### src/logic/cap_sram_pkg.sv
/*
 * Tagged SRAM shared definitions.
 * Bus and word widths, address offsets and the queued response entry.
 */
package cap_sram_pkg;

  // Low byte-address bits that select a byte inside one data word.
  function automatic int unsigned word_off(int unsigned dw);
    return $clog2(dw / 8);
  endfunction

  // Word-address bits dropped so that one tag bit covers 64 data bits.
  function automatic int unsigned tag_shift(int unsigned dw);
    return 3 - word_off(dw);
  endfunction

  // Byte address width on each bus.
  localparam int unsigned AddrWidth    = 12;
  // Data word width, at most 64 so a word never spans two tags.
  localparam int unsigned DataWidth    = 32;
  localparam int unsigned BytesPerWord = DataWidth / 8;
  localparam int unsigned WordOff      = word_off(DataWidth);
  // Word address width seen by the storage.
  localparam int unsigned WordAw       = AddrWidth - WordOff;
  // 1 for 32-bit words, 0 for 64-bit words.
  localparam int unsigned TagShift     = tag_shift(DataWidth);
  // Entries in each adapter's response queue.
  localparam int unsigned RspDepth     = 2;

  // One response waiting in an adapter queue.
  typedef struct packed {
    logic [DataWidth-1:0] rdata;
    logic                 rcap;
    // Write sent to a read-only port.
    logic                 err;
    // Entry answers a write, so it carries no read data.
    logic                 wack;
  } rsp_t;

endpackage

### src/logic/mem_port_if.sv
/*
 * Memory port between a bus adapter and the tagged storage.
 * Requests are granted at once, reads return one cycle later.
 */
`timescale 1ns/1ps

interface mem_port_if import cap_sram_pkg::*; #(
  parameter int unsigned WordAw    = cap_sram_pkg::WordAw,
  parameter int unsigned DataWidth = cap_sram_pkg::DataWidth
);

  // Request side, driven by the adapter.
  logic                   req;
  logic                   we;
  // Address in words, byte offset already removed.
  logic [WordAw-1:0]      addr;
  logic [DataWidth-1:0]   wdata;
  logic [DataWidth/8-1:0] be;
  logic                   wcap;

  // Response side, driven by the storage.
  logic                   rvalid;
  logic [DataWidth-1:0]   rdata;
  logic                   rcap;

  modport adapter (
    output req, we, addr, wdata, be, wcap,
    input  rvalid, rdata, rcap
  );

  modport mem (
    input  req, we, addr, wdata, be, wcap,
    output rvalid, rdata, rcap
  );

endinterface

### src/logic/bus_sram_adapter.sv
/*
 * Bus to SRAM adapter.
 * Turns valid/ready requests into single-cycle accesses, answers in order.
 */
`timescale 1ns/1ps

module bus_sram_adapter import cap_sram_pkg::*; #(
  parameter int unsigned AddrWidth = cap_sram_pkg::AddrWidth,
  parameter int unsigned DataWidth = cap_sram_pkg::DataWidth,
  parameter int unsigned RspDepth  = cap_sram_pkg::RspDepth,
  parameter bit          ReadOnly  = 1'b0
) (
  input  logic                   clk_i,
  input  logic                   rst_ni,

  input  logic                   req_valid_i,
  output logic                   req_ready_o,
  input  logic                   req_write_i,
  input  logic [AddrWidth-1:0]   req_addr_i,
  input  logic [DataWidth-1:0]   req_wdata_i,
  input  logic [DataWidth/8-1:0] req_be_i,
  input  logic                   req_wcap_i,

  output logic                   rsp_valid_o,
  input  logic                   rsp_ready_i,
  output logic [DataWidth-1:0]   rsp_rdata_o,
  output logic                   rsp_rcap_o,
  output logic                   rsp_err_o,

  mem_port_if.adapter            mem
);

  localparam int unsigned ByteOff = word_off(DataWidth);
  localparam int unsigned CntW    = $clog2(RspDepth + 1);
  localparam int unsigned PtrW    = (RspDepth > 1) ? $clog2(RspDepth) : 1;

  logic            req_acc;
  logic            rsp_pop;
  logic            wr_reject;
  logic [CntW-1:0] credits_q;

  // Kind of the request accepted in the previous cycle.
  logic            pend_wr_q;
  logic            pend_err_q;

  logic            fifo_push;
  rsp_t            rsp_push;
  rsp_t            fifo_q [RspDepth];
  rsp_t            fifo_head;
  logic [PtrW-1:0] wptr_q;
  logic [PtrW-1:0] rptr_q;
  logic [CntW-1:0] fifo_cnt_q;

  // A response leaving the queue frees its credit in the same cycle.
  assign rsp_pop     = rsp_valid_o & rsp_ready_i;
  assign req_ready_o = (credits_q != '0) | rsp_pop;
  assign req_acc     = req_valid_i & req_ready_o;

  // Writes to a read-only port never reach the storage.
  assign wr_reject = ReadOnly & req_write_i;

  assign mem.req   = req_acc & ~wr_reject;
  assign mem.we    = req_write_i & ~ReadOnly;
  assign mem.addr  = req_addr_i[AddrWidth-1:ByteOff];
  assign mem.wdata = ReadOnly ? '0 : req_wdata_i;
  assign mem.be    = ReadOnly ? '0 : req_be_i;
  assign mem.wcap  = req_wcap_i & ~ReadOnly;

  // Read data arrives with rvalid, writes are answered from the kind register.
  assign fifo_push = mem.rvalid | pend_wr_q;

  always_comb begin
    rsp_push.rdata = mem.rdata;
    rsp_push.rcap  = mem.rcap;
    rsp_push.err   = pend_err_q;
    rsp_push.wack  = pend_wr_q;
  end

  always_ff @(posedge clk_i or negedge rst_ni) begin
    if (!rst_ni) begin
      credits_q  <= CntW'(RspDepth);
      pend_wr_q  <= 1'b0;
      pend_err_q <= 1'b0;
    end else begin
      credits_q  <= credits_q - CntW'(req_acc) + CntW'(rsp_pop);
      pend_wr_q  <= req_acc & req_write_i;
      pend_err_q <= req_acc & wr_reject;
    end
  end

  // Response queue pointers and fill level.
  always_ff @(posedge clk_i or negedge rst_ni) begin
    if (!rst_ni) begin
      wptr_q     <= '0;
      rptr_q     <= '0;
      fifo_cnt_q <= '0;
    end else begin
      if (fifo_push) begin
        wptr_q <= (wptr_q == PtrW'(RspDepth - 1)) ? '0 : wptr_q + 1'b1;
      end
      if (rsp_pop) begin
        rptr_q <= (rptr_q == PtrW'(RspDepth - 1)) ? '0 : rptr_q + 1'b1;
      end
      fifo_cnt_q <= fifo_cnt_q + CntW'(fifo_push) - CntW'(rsp_pop);
    end
  end

  // Queue storage.
  always_ff @(posedge clk_i) begin
    if (fifo_push) begin
      fifo_q[wptr_q] <= rsp_push;
    end
  end

  assign fifo_head   = fifo_q[rptr_q];
  assign rsp_valid_o = (fifo_cnt_q != '0);
  // Write answers return zero data and tag.
  assign rsp_rdata_o = fifo_head.wack ? '0 : fifo_head.rdata;
  assign rsp_rcap_o  = fifo_head.rcap & ~fifo_head.wack;
  assign rsp_err_o   = fifo_head.err;

endmodule

### src/flat_wrapper.sv
// flat-port wrapper written by rule: the top's interface ports become plain ports
module bus_sram_adapter_flat import cap_sram_pkg::*;
#(
  parameter int unsigned AddrWidth = cap_sram_pkg::AddrWidth,
  parameter int unsigned DataWidth = cap_sram_pkg::DataWidth,
  parameter int unsigned RspDepth  = cap_sram_pkg::RspDepth,
  parameter bit          ReadOnly  = 1'b0
)
  (clk_i, rst_ni, req_valid_i, req_ready_o, req_write_i, req_addr_i, req_wdata_i, req_be_i, req_wcap_i, rsp_valid_o, rsp_ready_i, rsp_rdata_o, rsp_rcap_o, rsp_err_o, mem_req, mem_we, mem_addr, mem_wdata, mem_be, mem_wcap, mem_rvalid, mem_rdata, mem_rcap);
  mem_port_if #(.DataWidth(DataWidth)) mem_i ();
  input  logic clk_i;
  input  logic rst_ni;
  input  logic req_valid_i;
  output logic req_ready_o;
  input  logic req_write_i;
  input  logic [AddrWidth-1:0] req_addr_i;
  input  logic [DataWidth-1:0] req_wdata_i;
  input  logic [DataWidth/8-1:0] req_be_i;
  input  logic req_wcap_i;
  output logic rsp_valid_o;
  input  logic rsp_ready_i;
  output logic [DataWidth-1:0] rsp_rdata_o;
  output logic rsp_rcap_o;
  output logic rsp_err_o;
  output wire logic [$bits(mem_i.req)-1:0] mem_req;
  output wire logic [$bits(mem_i.we)-1:0] mem_we;
  output wire logic [$bits(mem_i.addr)-1:0] mem_addr;
  output wire logic [$bits(mem_i.wdata)-1:0] mem_wdata;
  output wire logic [$bits(mem_i.be)-1:0] mem_be;
  output wire logic [$bits(mem_i.wcap)-1:0] mem_wcap;
  input wire logic [$bits(mem_i.rvalid)-1:0] mem_rvalid;
  input wire logic [$bits(mem_i.rdata)-1:0] mem_rdata;
  input wire logic [$bits(mem_i.rcap)-1:0] mem_rcap;
  assign mem_req = mem_i.req;
  assign mem_we = mem_i.we;
  assign mem_addr = mem_i.addr;
  assign mem_wdata = mem_i.wdata;
  assign mem_be = mem_i.be;
  assign mem_wcap = mem_i.wcap;
  assign mem_i.rvalid = mem_rvalid;
  assign mem_i.rdata = mem_rdata;
  assign mem_i.rcap = mem_rcap;
  bus_sram_adapter #(.AddrWidth(AddrWidth), .DataWidth(DataWidth), .RspDepth(RspDepth), .ReadOnly(ReadOnly)) u_core (.clk_i(clk_i), .rst_ni(rst_ni), .req_valid_i(req_valid_i), .req_ready_o(req_ready_o), .req_write_i(req_write_i), .req_addr_i(req_addr_i), .req_wdata_i(req_wdata_i), .req_be_i(req_be_i), .req_wcap_i(req_wcap_i), .rsp_valid_o(rsp_valid_o), .rsp_ready_i(rsp_ready_i), .rsp_rdata_o(rsp_rdata_o), .rsp_rcap_o(rsp_rcap_o), .rsp_err_o(rsp_err_o), .mem(mem_i));
endmodule
### config.mk
export PLATFORM = sky130hd
export DESIGN_NAME = bus_sram_adapter_flat
export DESIGN_NICKNAME = d
export VERILOG_FILES = /design/src/logic/cap_sram_pkg.sv /design/src/logic/mem_port_if.sv /design/src/logic/bus_sram_adapter.sv /design/src/flat_wrapper.sv
export SDC_FILE = /design/constraint.sdc
export NUM_CORES = 1
export LEC_CHECK = 0
export ABC_AREA = 1
export BUFFER_PORTS_ARGS = -buffer_cell sky130_fd_sc_hd__buf_4
export CORE_ASPECT_RATIO = 2
export CORE_MARGIN = 4
export CORE_UTILIZATION = 43
export CTS_BUF_LIST = sky130_fd_sc_hd__clkbuf_4 sky130_fd_sc_hd__clkbuf_8
export DETAILED_ROUTE_END_ITERATION = 10
export GPL_TIMING_DRIVEN = 0
export PLACE_DENSITY = 0.76
export SETUP_SLACK_MARGIN = 0.2
export SYNTH_ARGS = -nofsm -noshare
export SYNTH_HDL_FRONTEND = slang
export SYNTH_SLANG_ARGS = --single-unit
### constraint.sdc
create_clock -name clk_i -period 2.3 [get_ports clk_i]
set_clock_uncertainty 0.1 [all_clocks]
set_input_delay 0 -clock clk_i [delete_from_list [all_inputs] [get_ports clk_i]]
set_output_delay 0 -clock clk_i [all_outputs]
set_load 0.03 [all_outputs]
==> qor.csv, run 1 <==
stage,metric,value,unit
clock_tree,cts_resized,0,
global_route,grt_pass1_vias,2771,
clock_tree,cts_tree,built,
clock_tree,cts_buffers,9,
synthesis,synth_cells,335,
synthesis,syn_nets,426,
global_route,grt_pass1_wl,13.4,mm
setup_path,cp_max_fo,6,
die,dieArea,9710,um2
place,dp.cells,555,
power,p_sw_share,40.8,%
power,p_clk_share,16.6,%
detailed_routing,drt_wl_total,8.74,mm
synthesis,ys_warn_count,0,
power,p_leak,2.66,nW
clock_tree,htreeDepth,3,
setup_path,critPathMaxStageDelay,0.54,ns
setup_path,critPathLaunchType,flip-flop,
clock_tree,clockBufferDepth,2,
power,vdd_drop_max,0.000967,V
clock_tree,clk_pin_slew_worst_paths,0.07,ns
synthesis,syn_area,3490,um2
die,rows,46,
finish,synthToLayoutAreaGrowth,49.0,%
sta,relSlewSlack,64.6,%
finish,drive_gt1_share,39.7,%
sta,worstMarginPinSlew,0.530,ns
detailed_routing,viasPerCell,4.51,
detailed_routing,drc,0,
sta,hold_slack,0.117,ns
clock_tree,cts_sinks,75,
die,core_area,7940,um2
place,placed_area,4580,um2
sta,hold_viol_final,0,
setup_path,end_kind,flip-flop,
place,dp_hpwl,6.45,mm
global_route,grt_usage,18.4,%
place,portBuffers,122,
setup_path,crit_chain,"o21ai_1, nand2_1, nand2_1, nor2_1, dlygate4sd3_1",
detailed_routing,firstDrtPassIters,4,
sta,finalCriticalPeriod,1.91,ns
place,place.gp.congestion,0.712,
run,drv_cap,0,
detailed_routing,ant_nets,0,
finish,antenna_cells,0,
global_route,grt-ovfl-total,0,
power,p_sw,0.00247,W
detailed_routing,vias,2758,
die,start_util,43.9,%
power,p_seq_share,33.4,%
setup_path,crit_path_top_delay_cell,dlygate4sd3_1,
sta,slew_viol_final,0,
setup_path,critPathRequiredTime,2.43,ns
sta,timing.fmax,523,MHz
setup_path,path_common_cell,nand2_1,
detailed_routing,first_iter_violations,58,
finish,fin_area,5200,um2
power,p_int,0.00358,W
finish,finalNonFillerCells,612,
sta,rsz0062_at_grt,false,
synthesis,yosysUniqueCellTypes,20,
setup_path,cp.arrival,2.04,ns
die,die_h,135,um
synthesis,avgSynthCellArea,10.4,um2
finish,nets,602,
synthesis,ys_seq_elements,75,
detailed_routing,drt-wirelength-per-cell,14.3,um
global_route,antenna_found_initial,0,
power,p_comb_share,50.0,%
global_route,grt_max_degree,25,
die,die_x,71.7,um
die,pin_count,173,
power,pwr_density_cell,1170,nW/um2
clock_tree,root_buffer,clkbuf_8,
synthesis,synth-seq-area-share,63.6,%
setup_path,critPathKind,flip-flop to flip-flop,
sta,setup_violations,0,
clock_tree,insertion_delay,0.34,ns
sta,finalCritPeriodShare,83.1,%
run_status,status,completed,
hold_path,hold_class,input pin to output port,
==> flip-flops by register name (all words and copies together) (netlist names) <==
register and cells:
u_core.rptr_q 1, u_core.wptr_q 1, u_core.fifo_q 68, u_core.fifo_cnt_q 2, u_core.credits_q 2, u_core.pend_wr_q 1
==> placed cells by master, fill, tap and decap left out <==
cell type      count
clkbuf_8          11
buf_4            171
buf_12             2
xor2_1             2
bufinv_16          1
inv_2              1
mux2i_4            1
clkinv_2           2
buf_6              4
nand3_1            1
clkinv_4           1
conb_1             1
edfxtp_1          68
ha_1               3
nor2_1             3
o21ai_1            1
dlygate4sd3_1     41
nor2_4             2
clkbuf_4           1
o21ai_0            1
dfrtp_1            6
nand2_1          139
inv_1             42
buf_2              6
or2_2              1
dfstp_2            1
nand4_1            1
xnor2_1            2
==> path summary, 6_finish.rpt <==
kind                                                start                        endpoint  slack (ns)  depth (start not counted)
max reg2reg                u_core.fifo_cnt_q[1]$_DFF_PN0_      u_core.pend_wr_q$_DFF_PN0_        0.39                          5
max                        u_core.fifo_cnt_q[1]$_DFF_PN0_      u_core.pend_wr_q$_DFF_PN0_        0.39                          5
max in group asynchronous                          rst_ni  u_core.fifo_cnt_q[1]$_DFF_PN0_        0.79                          4
min in group asynchronous                          rst_ni   u_core.credits_q[1]$_DFF_PN1_        0.57                          3
min                                       req_wdata_i[10]                   mem_wdata[10]        0.12                          2
min reg2reg                    u_core.pend_wr_q$_DFF_PN0_   u_core.fifo_q[0][0]$_DFFE_PP_        0.37                          0
==> stage by stage <==
stage	setup slack [ns]	power [W]	utilization (%)	TNS (ns)
6_report	0.390	0.00606	65.5	0
5_1_grt	0.207	0.00646	65.5	0
4_1_cts	0.440	0.00612	65.5	0
3_5_place_dp	0.568	0.00505	57.7	0
3_3_place_gp	-0.842	0.00493	57.0	-56.98
2_1_floorplan	-0.0888	0.00398	-	-6.04
==> repair_timing <==
| item | 4_1_cts | 5_1_grt |
|---|---|---|
| hold buffers | 41 | 0 |
| endpoints found under the hold margin | 78 | 0 |
| buffers inserted | 0 | 0 |
==> worst max-delay path, delay by kind of cell, from the launching register on <==
| family | cells | cell delay (ns) |
|---|---|---|
| simple gates | 3 | 0.34 |
| compound gates | 1 | 0.41 |
| flops | 1 | 0.41 |
| buf+inv | 1 | 0.54 |
==> Yosys cell counts, drive strengths merged <==
library cell | count | area share, %
o21ai | 2 | 0.29
xnor2 | 2 | 0.50
or2 | 1 | 0.18
ha | 3 | 1.1
inv | 43 | 4.6
buf | 59 | 13
mux2i | 1 | 0.65
nand3 | 1 | 0.14
conb | 1 | 0.11
xor2 | 2 | 0.50
nor2 | 5 | 0.54
dfrtp | 6 | 4.3
edfxtp | 68 | 59
nand4 | 1 | 0.18
nand2 | 139 | 15
dfstp | 1 | 0.75
==> power by group through the flow <==
stage	logic [W]	registers, W	clock network [W]
floorplan	0.00194	0.00204	0
global placement	0.00288	0.00206	0
detailed placement	0.00300	0.00205	0
CTS	0.00306	0.00202	0.00104
global route	0.00331	0.00205	0.00110
finish	0.00303	0.00202	0.00101
==> cells by family after synthesis <==
logic type	after synthesis	synth area share, %
fa+ha+maj	3	1.08
other cells	1	0.107
buf+inv	102	17.3
xor+xnor	4	1.00
simple gates	147	16.0
compound gates	2	0.287
flops	75	63.6
mux	1	0.645
==> metal layers <==
layer	vias up	track usage [%]	wire, um
met5	-	0	0
met4	0	8.68	184
met3	12	6.61	954
met2	140	36.3	5000
met1	1263	15.2	2600
li1	1343	-	-
==> area by class of cell <==
type | instances | area (um2)
buffer | 59 | 443
clock buffer | 12 | 159
clock inverter | 4 | 48.8
fill | 640 | 2740
inverter | 43 | 161
multi-input combinational | 158 | 682
sequential | 75 | 2220
tap | 96 | 120
timing repair buffer | 165 | 1370
No activity file was read; power rests on OpenSTA's default activity.
==> run 2: changes to the inputs <==
- CORE_UTILIZATION: 43 -> 47
- PLACE_DENSITY: 0.76 -> 0.79
- clock period: 2.3 -> 1.9 ns (I/O delays scaled with it)
==> run 2 against run 1 <==
Worst hold slack worse by 0.00068 ns. Combinational power is 58% higher. Critical path type is now flip-flop to output port. Highest routed layer unchanged. Core utilization is 12 points higher. Clock-buffer cell count is 1 lower. Critical endpoint is now rsp_rdata_o[20]. Global-route usage is 2.5 points higher. Largest cell class unchanged.
==> qor.csv, run 2 (synthesis results as in run 1) <==
stage,metric,value,unit,change
run_status,status,completed,,
place,portBuffers,122,,unchanged
setup_path,critPathKind,flip-flop to output port,,
global_route,grt_pass1_vias,2904,,+4.8%
global_route,antenna_found_initial,0,,unchanged
global_route,grt_max_degree,30,,+20%
place,preCtsSetupSlack,0.117,ns,-0.451 ns
place,place.gp.congestion,0.684,,-3.8%
die,start_util,48.0,%,+4.1 points
finish,regMostFlops,u_core.fifo_q,,
sta,hold_slack,0.116,ns,-0.000677 ns
sta,hold_viol_final,0,,unchanged
clock_tree,insertion_delay,0.34,ns,about the same
finish,mostFrequentLayoutCells,"buf_4, nand2_1, edfxtp_1",,
global_route,grt-ovfl-total,0,,unchanged
hold_path,hold_class,input pin to output port,,
sta,fin_ws,0.162,ns,-0.228 ns
setup_path,cp_num_buf_inv,5,,+4
detailed_routing,vias,2874,,+4.2%
setup_path,critPathRequiredTime,1.80,ns,-0.63 ns
detailed_routing,drt_wl_total,9.39,mm,+7.5%
die,rows,44,,-4.3%
finish,largest_reg_flops,68,,unchanged
setup_path,critical-path-top-delay-family,buffers and inverters,,
detailed_routing,first_iter_violations,126,,+120%
power,vdd_drop_max,0.000903,V,-6.6%
setup_path,crit_chain,"buf_6, mux2i_4, buf_12, clkbuf_16, nand2_2, inv_2, buf_6",,
clock_tree,root_buffer,clkbuf_8,,
finish,synthToLayoutAreaGrowth,60.7,%,
setup_path,critPathMaxStageDelay,0.34,ns,-0.20 ns
power,pwr_density_cell,1530,nW/um2,+31%
sta,setup_violations,0,,unchanged
detailed_routing,firstDrtPassIters,4,,unchanged
setup_path,end_kind,output port,,
finish,reg.largest.list,"u_core.fifo_q (68), u_core.credits_q (2), u_core.fifo_cnt_q (2)",,
global_route,grt_usage,20.8,%,+2.5 points
clock_tree,cts_tree,built,,
finish,drive_gt1_share,52.7,%,+13 points
die,die_x,68.9,um,-3.9%
sta,finalCritPeriodShare,91.5,%,
finish,utilization,77.2,%,+12 points
finish,final_common_cell,buf_4,,
setup_path,path_common_cell,buf_6,,
detailed_routing,drc,0,,unchanged
global_route,grt_pass1_wl,13.4,mm,-0.36%
sta,finalCriticalPeriod,1.74,ns,
clock_tree,htreeDepth,3,,unchanged
sta,timing.fmax,575,MHz,
die,dieArea,8950,um2,-7.8%
die,die_h,130,um,-4.1%
detailed_routing,ant_nets,0,,unchanged
power,p_leak,2.76,nW,+3.8%
clock_tree,clk_pin_slew_worst_paths,0.07,ns,about the same
clock_tree,cts_sinks,75,,unchanged
setup_path,crit_path_top_delay_cell,dfrtp_1,,
place,dp_hpwl,6.15,mm,-4.7%
clock_tree,cts_buffers,9,,unchanged
die,core_area,7270,um2,-8.5%
setup_path,cp_max_fo,8,,+2
setup_path,cp.arrival,1.64,ns,-0.40 ns
sta,rsz0062_at_grt,true,,
clock_tree,clockBufferDepth,2,,unchanged
detailed_routing,drt-wirelength-per-cell,15.2,um,+6.8%
finish,antenna_cells,0,,unchanged
sta,slew_viol_final,0,,unchanged
detailed_routing,viasPerCell,4.67,,+3.5%
setup_path,critPathLaunchType,flip-flop,,
run,drv_cap,0,,unchanged
finish,nets,610,,+1.3%
setup_path,r2r_slack,0.31,ns,-0.08 ns
die,pin_count,173,,unchanged
-- run 2: worst reg2reg max path: cells and delay by family (launching register included) --
family	cells	cell delay, ns
simple gates	6	0.39
flops	1	0.55
buf+inv	3	0.19
compound gates	1	0.11
fa+ha+maj	1	0.20
-- run 2: path summary, 6_finish.rpt --
kind                                          startpoint                        endpoint  cells past startpoint
max                            u_core.rptr_q$_DFFE_PN0N_                 rsp_rdata_o[20]                      7
min reg2reg                u_core.credits_q[0]$_DFF_PN0_   u_core.credits_q[0]$_DFF_PN0_                      1
max reg2reg                u_core.credits_q[1]$_DFF_PN1_   u_core.credits_q[1]$_DFF_PN1_                     11
min in group asynchronous                         rst_ni   u_core.credits_q[1]$_DFF_PN1_                      3
max in group asynchronous                         rst_ni  u_core.fifo_cnt_q[1]$_DFF_PN0_                      4
min                                          req_be_i[3]                       mem_be[3]                      2
-- run 2: power by group --
group	internal (W)	leakage (nW)	total, W	switching [W]
clock network	0.000764	0.110	0.00131	0.000548
registers	0.00232	0.726	0.00247	0.000152
logic	0.00198	1.93	0.00479	0.00281
total	0.00506	2.76	0.00857	0.00350
-- run 2: final cells by class --
type	count	area, um2
clock inverters	5	77.6
repair buffers	173	1600
plain buffers	59	478
multi-input cells	158	813
fillers	471	1660
flip-flops and latches	75	2220
inverters	43	169
clock buffers	11	139
well taps	92	115
-- run 2: what timing repair did --
action                                  in CTS  in global routing
hold buffers                                40                  0
pin swaps                                    0                  1
endpoints found under the setup margin      34                 34
setup buffers                                4                  2
resized for setup                           41                 79
endpoints found under the hold margin       78                  0
gates cloned                                 1                  2
-- run 2: through the flow --
step | area (um2) | power, W | cells | setup TNS [ns]
after floorplan | 3490 | 0.00481 | 335 | 0
after global placement | 4530 | 0.00594 | 549 | -26.67
after detailed placement | 4580 | 0.00610 | 551 | 0
after CTS | 5370 | 0.00792 | 612 | 0
after global routing | 5610 | 0.00903 | 616 | 0
final | 5610 | 0.00857 | 616 | 0
-- run 2: per-layer routing --
metal  vias to the layer above  track usage (%)  routed length (um)
li1                       1355                -                   -
met1                      1336             19.5                2860
met2                       166             40.1                5340
met3                        17             4.65                 943
met4                         0             9.54                 248
met5                         -                0                   0
